## src/design/mem_bus_defs.svh

```systemverilog
// Build-wide constants for the memory bus segment
// Include in any RTL file that needs memory size, watchdog limit or error word
`ifndef MEM_BUS_DEFS_SVH
`define MEM_BUS_DEFS_SVH

// ------------------------------------------------------------
// Memory blocks
// ------------------------------------------------------------
// Size of each block RAM in bytes, a multiple of 4
`define MEM_BYTES 1024

// ------------------------------------------------------------
// Fabric timeout
// ------------------------------------------------------------
// Waiting cycles before an unanswered request is ended
`define WDOG_LIMIT 8
// Read word returned when the watchdog ends a request
`define BUS_ERR_WORD 32'hDEAD_BEEF

`endif
```

## src/design/bus_watchdog.sv

```systemverilog
// Wait-cycle counter for the bus fabric
// Counts while run is high and flags expiry at WDOG_LIMIT
`timescale 1ns/1ps
`include "mem_bus_defs.svh"

module bus_watchdog (
    input  logic clk,
    input  logic rst,
    input  logic run,
    output logic expired
);

    localparam int CNT_W = $clog2(`WDOG_LIMIT + 1);
    localparam logic [CNT_W-1:0] LIMIT = CNT_W'(`WDOG_LIMIT);

    logic [CNT_W-1:0] count;

    // ------------------------------------------------------------
    // Saturating counter
    // ------------------------------------------------------------
    // Cleared whenever the fabric is not waiting
    always_ff @(posedge clk) begin
        if (rst || !run) begin
            count <= '0;
        end else if (count != LIMIT) begin
            count <= count + 1'b1;
        end
    end

    // High in the cycle the count reaches the limit
    assign expired = (count == LIMIT);

    // Expiry can only follow a cycle of waiting
    assert property (@(posedge clk) disable iff (rst) expired |-> $past(run));

endmodule

```

## config.mk

```make
export PLATFORM = sky130hd
export DESIGN_NAME = bus_watchdog
export DESIGN_NICKNAME = d
export VERILOG_FILES = /design/src/design/bus_watchdog.sv
export VERILOG_INCLUDE_DIRS = /design/src /design/src/design
export SDC_FILE = /design/constraint.sdc
export NUM_CORES = 1
export LEC_CHECK = 0
export ABC_AREA = 0
export BUFFER_PORTS_ARGS = -buffer_cell sky130_fd_sc_hd__buf_2
export CORE_AREA = 2 2 39 41
export DETAILED_ROUTE_END_ITERATION = 16
export DIE_AREA = 0 0 41 43
export HOLD_SLACK_MARGIN = 0.05
export PLACE_DENSITY = 0.44
export SYNTH_ARGS = -nofsm -noshare
export SYNTH_HDL_FRONTEND = slang
export SYNTH_SLANG_ARGS = --single-unit
```

## constraint.sdc

```tcl
create_clock -name clk -period 1.9 [get_ports clk]
set_input_delay 0.19 -clock clk [delete_from_list [all_inputs] [get_ports clk]]
set_output_delay 0.19 -clock clk [all_outputs]
set_load 0.01 [all_outputs]
```

# Yosys cells after proc, flatten, opt, wreduce, memory -nomap -nowiden
# Cells that the tools add are included.
[totals]
regBits = 4
input_bits = 3
out_inout_bits = 1
word_cells = 6
[classes]
n_addsub = 1
n_eq_ne = 2
reduce_logical = 2
[op_table]
columns = ["op", "count"]
rows = [
  ["$add A4 B1 Y4 const B", 1],
  ["$eq A4 B4 Y1 const B", 1],
  ["$ne A4 B4 Y1 const B", 1],
  ["$logic_not A1 Y1", 1],
  ["$logic_or A1 B1 Y1", 1],
]

# Depth between registers and ports, before layout
[depth]
word_depth = 2
depth_mapped = 5
ltp_nobuf = 4

# Least setup slack after synthesis
# No wires, ideal clock.
[synth_path]
path_type = "register to register"
from = "register count[0]"
to = "register count[2]"
setup_ns = 0.087
arrival_ns = 1.085
required_ns = 1.813
path_slack_ns = 0.728
stages_incl_launch_ff = 6
n_path_buf = 1
path_cell_list = "dfxtp_1 inv_1 ha_1 and3b_1 buf_6 nor4b_4"
[synth_via]
elab_chain_len = 1
word_cells_on_any_way = 2
cone_classes = "add/sub (1); eq/ne (1)"
[synth_rtl]
columns = ["element", "line", "text"]
rows = [
  ["start: declaration", "bus_watchdog.sv:16", "logic [CNT_W-1:0] count;"],
  ["start signal: assignment", "bus_watchdog.sv:26", "count <= count + 1'b1;"],
  ["$add A4 B1 Y4 or $ne A4 B4 Y1 (tied branches)", "bus_watchdog.sv:26, bus_watchdog.sv:25", ""],
]
# Several ways; a longest one is shown, not always the timed one.
# A chain may end at the register's enable or synchronous reset.

# Final worst setup path
[layout_path]
from = "register count[0]"
to = "output port expired"
[layout_via]
elab_chain_len = 1
[layout_rtl]
columns = ["element", "line", "text"]
rows = [
  ["$eq A4 B4 Y1", "bus_watchdog.sv:31", "assign expired = (count == LIMIT);"],
  ["end: declaration", "bus_watchdog.sv:10", "output logic expired"],
]
# Every way passes these cells.

==> flow_summary.yaml <==
synthesis:
  ys_warn_count: 0
  mappedNetlistNets: 27
  syn_area_per_cell_um2: 11.26
  synth_top_area_share_pct: 32.32
  yosysTopAreaCell: "dfxtp_1"
  synth_area_leaders: "dfxtp_1 (32%), mux2i_1 (12%), nand3b_1 (12%)"
  ys_seq_area_share_pct: 32.32
  synth_area_um2: 247.7
  syn_inst: 22
  ys_seq_elements: 4
  synth.distinct_cells: 11
setup_path:
  worst-path-buf-inv: 2
  cp-end-kind: "primary output"
  critical_path_class: "reg -> out"
  cp.arrival_ns: 1.27
  critical_path.max_stage_delay_ns: 0.38
  crit_chain: "inv_1 -> ha_1 -> and3b_1 -> buf_2"
  critical_path_required_ns: 1.71
  cp_slowest_cell: "dfxtp_1"
  crit_family: "flip-flops"
  cp_max_fo: 5
  cp-start-kind: "flop"
power_and_ir_drop:
  p_leak_uw: 0.0001177
  ir_worst_vdd_mv: 0.3287
  powerDensity_nw_per_um2: 707.0
  power.total_uw: 207.9
routing:
  vias: 175
  viasPerCell: 4.070
  wl_per_cell_um: 9.628
  drc: 0
  ant_nets: 0
  drtPass1Iterations: 4
  wirelength_um: 414
  drt-initial-drc-count: 2
sta:
  period_share_pct: 76.59
  finalCriticalPeriod_ns: 1.455
  finalSetupViolations: 0
  hold_viol: 0
  worst_pin_slew_ns: 0.2461
  drv_slew: 0
  max_freq_mhz: 687.2
  skew_ns: 0.006954
  layout_setup_ws_ns: 0.4449
  rsz0062_at_grt: "no"
  slew_headroom_pct: 83.47
  fin_tns_setup_ns: 0
clock_network:
  cts_num_sinks: 4
  tritoncts: "built"
  cts.path.max_buffers: 2
  htreeDepth: 1
  clk_pin_slew_ns: 0.04
  ctsHoldBuffers: 0
  cts-buffers-inserted: 3
  root_buffer: "clkbuf_4"
  cts_setup_buffers: 0
  cts_resized: 0
  clk_latency_ns: 0.23
global_route:
  grt_pass1_wl_um: 772
  grt.total_usage_pct: 7.538
  antenna_found_initial: 0
  grt-ovfl-total: 0
  grt_max_degree: 8
  grt_pass1_vias: 194
floorplanning:
  start_util_pct: 17.90
  io_pins: 4
  die_w_um: 41
  core_um2: 1384
  num_rows: 14
  dieArea_um2: 1763
  die_height_um: 43
placement:
  port_buffers: 3
  post-dp-hpwl_um: 326.4
  place_ws_ns: 0.6695
  gp_congestion: 0.6633
finish:
  antenna_cells: 0
  area_growth_pct: 18.69
  top_register: "count"
  reg.largest.list: "count: 4 flops"
  largest_register_ffs: 4
  fin_nets: 34
  drive_above_1_share_pct: 25.93
hold_path:
  hp-class: "in -> reg"
run:
  max-cap-violations: 0
status:
  outcome: "completed"
-- metrics by stage --
| stage | utilization [%] | instances | instance area, um^2 | hold WS (ns) |
|---|---|---|---|---|
| after floorplan | - | 22 | 247.7 | 0.2611 |
| after global placement | 19.62 | 40 | 271.5 | 0.4581 |
| after detailed placement | 19.62 | 40 | 271.5 | 0.4592 |
| after CTS | 21.25 | 43 | 294.0 | 0.2081 |
| after global routing | 21.25 | 43 | 294.0 | 0.2151 |
| final | 21.25 | 43 | 294.0 | 0.2129 |
-- cells by family (layout without fill, tap and decap cells) --
family | after synthesis | count (layout) | share of synthesized area, %
xor gates and xnor gates | 1 | 1 | 3.536
and+or+nand+nor | 9 | 9 | 34.34
adders and majority gates | 2 | 2 | 10.10
muxes | 3 | 3 | 12.12
DFF | 4 | 4 | 32.32
buffers and inverters | 3 | 8 | 7.577
-- routing by layer --
layer  part of all wire, %  vias up  global-route usage (%)
met1                    47       81                   8.065
li1                      -       88                       -
met5                     0        -                       0
met4                     0        0                   6.000
met2                    43        6                   8.125
met3                   9.2        0                   7.853
-- final timing paths --
path / endpoint / slack, ns / cells past startpoint / from
max: expired / 0.44 / 4 / count[0]
min: count[2] / 0.21 / 2 / rst
max reg2reg: count[2] / 0.69 / 4 / count[0]
min reg2reg: count[3] / 0.51 / 2 / count[3]
-- cell usage after synthesis --
library cell	n
and3b_1	1
inv_1	2
nor4b_4	1
xnor2_1	1
nand3b_1	4
dfxtp_1	4
buf_6	1
mux2i_1	3
nand3_1	1
ha_1	2
or3b_1	2
-- report_power, final --
part	internal (uW)	leakage (uW)	switching, uW
Sequential	86.6	0.0000325	2.37
Clock	70.6	0.0000138	33.8
Combinational	7.52	0.0000714	7.06
-- placed cells by master, fill, tap and decap left out --
cell and n:
nor4b_4 1, nand3_1 1, inv_1 2, or3b_1 2, and3b_1 1, buf_2 3, clkbuf_4 3, mux2i_1 3
dfxtp_1 4, nand3b_1 4, ha_1 2, xnor2_1 1
-- layout make-up --
type | count | area (um^2)
fillers | 152 | 1090
multi-input cells | 15 | 148.9
flip-flops and latches | 4 | 80.08
clock buffers | 3 | 22.52
well taps | 16 | 20.02
repair buffers | 3 | 15.01
inverters | 2 | 7.507
Note: power is estimated with default switching activity, not from simulation.
