--- config.mk ---
export PLATFORM = sky130hd
export DESIGN_NAME = bus_fabric
export DESIGN_NICKNAME = d
export VERILOG_FILES = /design/src/design/mem_periph_pkg.sv /design/src/design/mem_bus_pkg.sv /design/src/design/bus_fabric.sv
export VERILOG_INCLUDE_DIRS = /design/src /design/src/design
export SDC_FILE = /design/constraint.sdc
export NUM_CORES = 1
export LEC_CHECK = 0
export BUFFER_PORTS_ARGS = -buffer_cell sky130_fd_sc_hd__buf_2
export CAP_MARGIN = 20
export CORE_AREA = 5 5 89 111
export CTS_CLUSTER_DIAMETER = 120
export DETAILED_ROUTE_END_ITERATION = 8
export DIE_AREA = 0 0 94 116
export MAX_ROUTING_LAYER = met4
export PLACE_DENSITY_LB_ADDON = 0.05
export REMOVE_ABC_BUFFERS = 1
export SYNTH_ARGS = -nofsm -noshare
export SYNTH_HDL_FRONTEND = slang
export SYNTH_SLANG_ARGS = --single-unit
export TNS_END_PERCENT = 30
--- constraint.sdc ---
create_clock -name clk -period 3.8 [get_ports clk]
set_input_delay 0.38 -clock clk [delete_from_list [all_inputs] [get_ports clk]]
set_output_delay 0.38 -clock clk [all_outputs]
set_load 0.01 [all_outputs]
--- src/design/mem_bus_defs.svh ---
// Build-wide constants for the memory bus segment
// Include in any RTL file that needs memory size, watchdog limit or error word
`ifndef MEM_BUS_DEFS_SVH
`define MEM_BUS_DEFS_SVH

// ------------------------------------------------------------
// Memory blocks
// ------------------------------------------------------------
// Size of each block RAM in bytes, a multiple of 4
`define MEM_BYTES 1024

// ------------------------------------------------------------
// Fabric timeout
// ------------------------------------------------------------
// Waiting cycles before an unanswered request is ended
`define WDOG_LIMIT 8
// Read word returned when the watchdog ends a request
`define BUS_ERR_WORD 32'hDEAD_BEEF

`endif
--- src/design/mem_periph_pkg.sv ---
// Types used on the peripheral side of the bus fabric
// Address slicing for decode and the fabric request FSM
package mem_periph_pkg;

    // Region number, taken from address bits 31:24
    typedef logic [7:0]  base_addr_t;

    // Word index inside a region, address bits 23:2
    typedef logic [21:0] word_addr_t;

    // ------------------------------------------------------------
    // Fabric request FSM
    // ------------------------------------------------------------
    // IDLE     wait for a request from the master
    // WAIT     request sits on the peripheral bus
    // RESPOND  one-cycle ready to the master
    // RETIRE   wait for the master to drop valid
    typedef enum logic [1:0] {
        IDLE,
        WAIT,
        RESPOND,
        RETIRE
    } fab_state_t;

endpackage

--- src/design/mem_bus_pkg.sv ---
// Types of the packed PicoRV32-style memory bus
// Forward word goes master to peripheral, return word comes back
package mem_bus_pkg;

    // Byte address, bits 1:0 are ignored by all peripherals
    typedef logic [31:0] bus_addr_t;
    // One data word
    typedef logic [31:0] bus_data_t;
    // Byte strobes, all zero marks a read
    typedef logic [3:0]  bus_strb_t;

    // ------------------------------------------------------------
    // Forward word, 69 bits
    // ------------------------------------------------------------
    typedef struct packed {
        logic      valid;
        bus_addr_t addr;
        bus_data_t wdata;
        bus_strb_t wstrb;
    } mem_fwd_t;

    // Return word, 33 bits
    // ready is a one-cycle pulse, rdata valid with it
    typedef struct packed {
        logic      ready;
        bus_data_t rdata;
    } mem_ret_t;

endpackage

--- src/design/bus_fabric.sv ---
// Single-master bus fabric
// Forwards one request at a time to all peripherals, ORs their returns
// and gives the master exactly one ready per request
`timescale 1ns/1ps
`include "mem_bus_defs.svh"

module bus_fabric (
    input  logic                  clk,
    input  logic                  rst,
    input  mem_bus_pkg::mem_fwd_t req,
    output mem_bus_pkg::mem_ret_t rsp,
    output mem_bus_pkg::mem_fwd_t periph_fwd,
    input  mem_bus_pkg::mem_ret_t ret0,
    input  mem_bus_pkg::mem_ret_t ret1,
    output logic                  wdog_run,
    input  logic                  wdog_expired
);
    import mem_bus_pkg::*;
    import mem_periph_pkg::*;

    fab_state_t state;
    logic       fwd_valid;
    bus_addr_t  fwd_addr;
    bus_data_t  fwd_wdata;
    bus_strb_t  fwd_wstrb;
    bus_data_t  rdata_q;
    mem_ret_t   merged;

    // Idle peripherals return zeros so OR is enough
    assign merged = ret0 | ret1;

    // ------------------------------------------------------------
    // Request FSM
    // ------------------------------------------------------------
    always_ff @(posedge clk) begin
        if (rst) begin
            state     <= IDLE;
            fwd_valid <= 1'b0;
        end else begin
            case (state)
                IDLE: if (req.valid) begin
                    fwd_valid <= 1'b1;
                    state     <= WAIT;
                end
                WAIT: if (merged.ready || wdog_expired) begin
                    fwd_valid <= 1'b0;
                    state     <= RESPOND;
                end
                RESPOND: state <= RETIRE;
                // Hold here until the master drops valid
                default: if (!req.valid) state <= IDLE;
            endcase
        end
    end

    // Request payload and response data
    always_ff @(posedge clk) begin
        if (state == IDLE && req.valid) begin
            fwd_addr  <= req.addr;
            fwd_wdata <= req.wdata;
            fwd_wstrb <= req.wstrb;
        end
        if (state == WAIT) begin
            // Real answer wins over a same-cycle timeout
            rdata_q <= merged.ready ? merged.rdata : `BUS_ERR_WORD;
        end
    end

    assign periph_fwd = '{valid: fwd_valid, addr: fwd_addr, wdata: fwd_wdata, wstrb: fwd_wstrb};
    assign rsp        = '{ready: (state == RESPOND), rdata: rdata_q};
    assign wdog_run   = (state == WAIT);

    // Ready to the master only ever follows the wait phase
    assert property (@(posedge clk) disable iff (rst) rsp.ready |-> $past(state) == WAIT);
    // Address decode in the blocks must be exclusive
    assert property (@(posedge clk) disable iff (rst) !(ret0.ready && ret1.ready));

endmodule

# Word-level counts from Yosys, hierarchy flattened

Cells that the tools add are included.

Equality and inequality tests: 5
Muxes and demuxes: 7
Bitwise operators: 1
Reductions and logical operators: 6

Operators by type and width:

| cell                 | number |
|---|---|
| $or A33 B33 Y33      | 1 |
| $mux W2              | 3 |
| $pmux W2 S3          | 1 |
| $reduce_and A3 Y1    | 2 |
| $ne A4 B1 Y1 const B | 1 |
| $eq A2 B1 Y1 const B | 1 |
| $eq A2 B2 Y1 const B | 1 |
| $logic_not A2 Y1     | 1 |
| $mux W1              | 2 |
| $ne A2 B1 Y1 const B | 1 |
| $ne A2 B2 Y1 const B | 1 |
| $pmux W1 S2          | 1 |
| $reduce_bool A2 Y1   | 1 |
| $logic_and A1 B1 Y1  | 1 |
| $logic_or A1 B1 Y1   | 1 |

Word-level logic and storage cells: 25
Bits in registers: 103
Output and inout port bits: 103
Bits of input ports: 138

# Logic depth before layout (Yosys ltp)

Depth in word-level cells: 4
Mapped depth: 5
Depth with buffers taken out: 5

# Worst setup path after synthesis

OpenSTA, ideal clock, no wires.

Path type: register -> register
From: register state[0]
To: register fwd_valid
Required time: 3727 ps
Cell stages (with the launch flop): 6
Arrival: 2558 ps
Setup slack: 1170 ps
Buffers on the path: 0
Period minus slack after synthesis: 2630 ps
Cell sequence: dfxtp_1 > inv_1 > ha_1 > and2_1 > o21ai_0 > a21oi_1

Cells in the longest elaborated chain, start to end: 3
Elaborated cells on any way between the ends: 7
Classes of those cells: eq/ne: 3; mux: 1; reduce/logical: 3

RTL lines:

| element                                                 | line             | source |
|---|---|---|
| start: declaration                                      | bus_fabric.sv:21 | `fab_state_t state;` |
| start signal: assignment                                | bus_fabric.sv:37 | `state <= IDLE;` |
| start signal: assignment                                | bus_fabric.sv:43 | `state <= WAIT;` |
| start signal: assignment                                | bus_fabric.sv:47 | `state <= RESPOND;` |
| $eq A2 B1 Y1 / $logic_not A2 Y1 (equally long branches) | bus_fabric.sv:40 | `case (state)` |
| $ne A2 B1 Y1 (no line) (tied with other cells)          | -                |  |
| $reduce_and A3 Y1 (no line)                             | -                |  |
| end signal: assignment                                  | bus_fabric.sv:38 | `fwd_valid <= 1'b0;` |
| end signal: assignment                                  | bus_fabric.sv:42 | `fwd_valid <= 1'b1;` |
| end signal: assignment                                  | bus_fabric.sv:46 | `fwd_valid <= 1'b0;` |
| end: declaration                                        | bus_fabric.sv:22 | `logic fwd_valid;` |

Parallel ways exist; a longest one is shown, timed or not.
A chain may end at the register's enable or synchronous reset.

# Final worst setup path

From: register state[1]
To: output wdog_run

Cells in the longest elaborated chain, start to end: 1

RTL lines:

| element          | line             | source |
|---|---|---|
| $eq A2 B1 Y1     | bus_fabric.sv:71 | `assign wdog_run = (state == WAIT);` |
| end: declaration | bus_fabric.sv:15 | `output logic wdog_run,` |

Every way passes these cells.

==> results.cfg <==
[outcome]
outcome = completed

[worst_setup_path]
path_class = reg -> out
end_kind = output port
arrival_ns = 1.54
cp-start-kind = flip-flop
worst-path-max-fanout = 13
critical_path_required_ns = 3.42
r2r_slack_ns = 1.90

[sta]
min_period_over_period_pct = 50.46
hold_viol = 0
min_period_ns = 1.918
setup-violations-final = 0
rsz0062_at_grt = false
fin_skew_ns = 0.003762
finalSetupTns_ns = 0
worst_slew_pin_slew_ns = 0.5456
fmax_ghz = 0.5215
drv_slew = 0
slew_headroom_pct = 63.63

[die]
io_pins = 241
die_w_um = 94
start_util_pct = 39.92
die_h_um = 116
placementRows = 38
core_um2 = 8653
die-area_um2 = 10900

[logic_synthesis]
synth_top_area_cell = edfxtp_1
yosys_warnings = 0
seq_area_frac_synth_pct = 88.66
synth_area_um2 = 3455
synth.top_cell.area_share_pct = 86.93
synthesis.instances = 171
synth_seq_cells = 103
synthTopCellsByArea = edfxtp_1 87%, or3_1 4.3%, nor2_1 2.1%
syn_avg_cell_area_um2 = 20.20
ys_types = 20

[cts]
cts_resized = 0
clk_pin_slew_ns = 0.09
cts_sinks = 103
clkLatencyLatePin_ns = 0.36
cts_buffer_depth = 2
cts_buffers = 9
htree_levels = 3
cts_tree = yes
cts_hold_buf = 0
cts-root-buf = clkbuf_8
cts_setup_buffers = 0

[finish]
areaGrowthSynthToFinish_pct = 45.13
drive_gt1_share_pct = 61.12
final_common_cell = buf_2
utilization_pct = 57.94
layout.nets = 564
final_cell_mix = 240 x buf_2, 100 x edfxtp_1, 24 x or3_1
fillers = 756
antenna_cells = 0

[power_and_ir_drop]
p_leak_nw = 2.145
p_per_area_nw_per_um2 = 616.2
ir_drop_v = 0.0002562

[place]
port_buffers = 240
dp_hpwl_mm = 7.067
place_congestion = 0.7197

[grt]
grt_usage_pct = 16.12
grt_max_degree = 35
antenna_found_initial = 0
grt.overflow.total = 0
grt_first_pass_wirelength_mm = 12.25
grt_pass1_vias = 2406

[min_path]
hp-class = in -> reg

[routing]
vias_per_cell = 4.448
first_pass_iters = 4
drt_iter0_drc = 89
finalWirelength_mm = 8.777
drc = 0
wire_per_inst_um = 16.05
vias = 2433
detail-route-antenna-nets = 0

[flow_run]
max_cap_violations = 0
synthesized netlist by cell type:
cell type    n
o31ai_1      1
buf_4        1
or4b_1       1
o21ai_0      2
a311oi_1     1
dfxtp_1      3
and2_1       1
edfxtp_1   100
nor3_1       1
nor4b_1      1
or3_1       24
nor2b_1      1
ha_1         4
clkbuf_1     2
nor2_1      19
inv_1        4
mux2i_1      1
a21oi_1      1
nand2_1      2
buf_2        1
metal layers:
metal / part of all wire [%] / global-route usage (%) / up-vias
met5: 0 / - / -
met3: 11 / 4.935 / 10
met4: 1.6 / 8.382 / 0
met1: 35 / 17.38 / 1108
li1: - / - / 1155
met2: 52 / 26.72 / 160
final cells by class:
cell class / count / area, um^2 / share of cell area, %
Clock inverter: 7 / 72.57 / 1.447
Timing Repair Buffer: 244 / 1231 / 24.56
Sequential cell: 103 / 3063 / 61.09
Inverter: 4 / 15.01 / 0.2995
Clock buffer: 9 / 123.9 / 2.471
Tap cell: 120 / 150.1 / 2.995
Multi-Input combinational cell: 60 / 357.8 / 7.138
per-stage QoR:
stage | hold slack, ns | cells | cell area [um^2] | setup slack, ns | total power (W)
2_1_floorplan | 0.4491 | 167 | 3435 | 1.170 | 0.002067
3_3_place_gp | 0.4851 | 531 | 4817 | 1.952 | 0.002448
3_5_place_dp | 0.4794 | 531 | 4817 | 1.884 | 0.002465
4_1_cts | 0.1652 | 547 | 5014 | 1.813 | 0.003140
5_1_grt | 0.1553 | 547 | 5014 | 1.731 | 0.003259
6_report | 0.1865 | 547 | 5014 | 1.882 | 0.003090
worst max-delay path, cell delays in order, from the launching register on:
cell and delay, ns:
dfxtp_1 0.35, inv_1 0.09, ha_1 0.50, buf_2 0.23
final timing paths:
path	start	end	cells past startpoint
min reg2reg	fwd_valid	fwd_valid	2
max reg2reg	state[0]	fwd_addr[7]	4
min	req[17]	fwd_wdata[13]	1
max	state[1]	wdog_run	3
power breakdown:
group | internal (W) | switching [W]
sequential | 0.00160 | 0.0000651
combinational | 0.000275 | 0.000472
clock | 0.000305 | 0.000370
state kept, by name (all words and copies together) (netlist names):
| signal | cells |
|---|---|
| fwd_addr | 32 |
| fwd_wdata | 32 |
| rdata_q | 32 |
| fwd_wstrb | 4 |
| state | 2 |
| fwd_valid | 1 |
kinds of logic after synthesis:
group / synth area share, %
fa+ha+maj: 1.449
mux: 0.2898
compound gates: 0.9055
buf+inv: 1.014
simple gates: 7.679
flops: 88.66
Note: power is estimated with default switching activity, not from simulation.
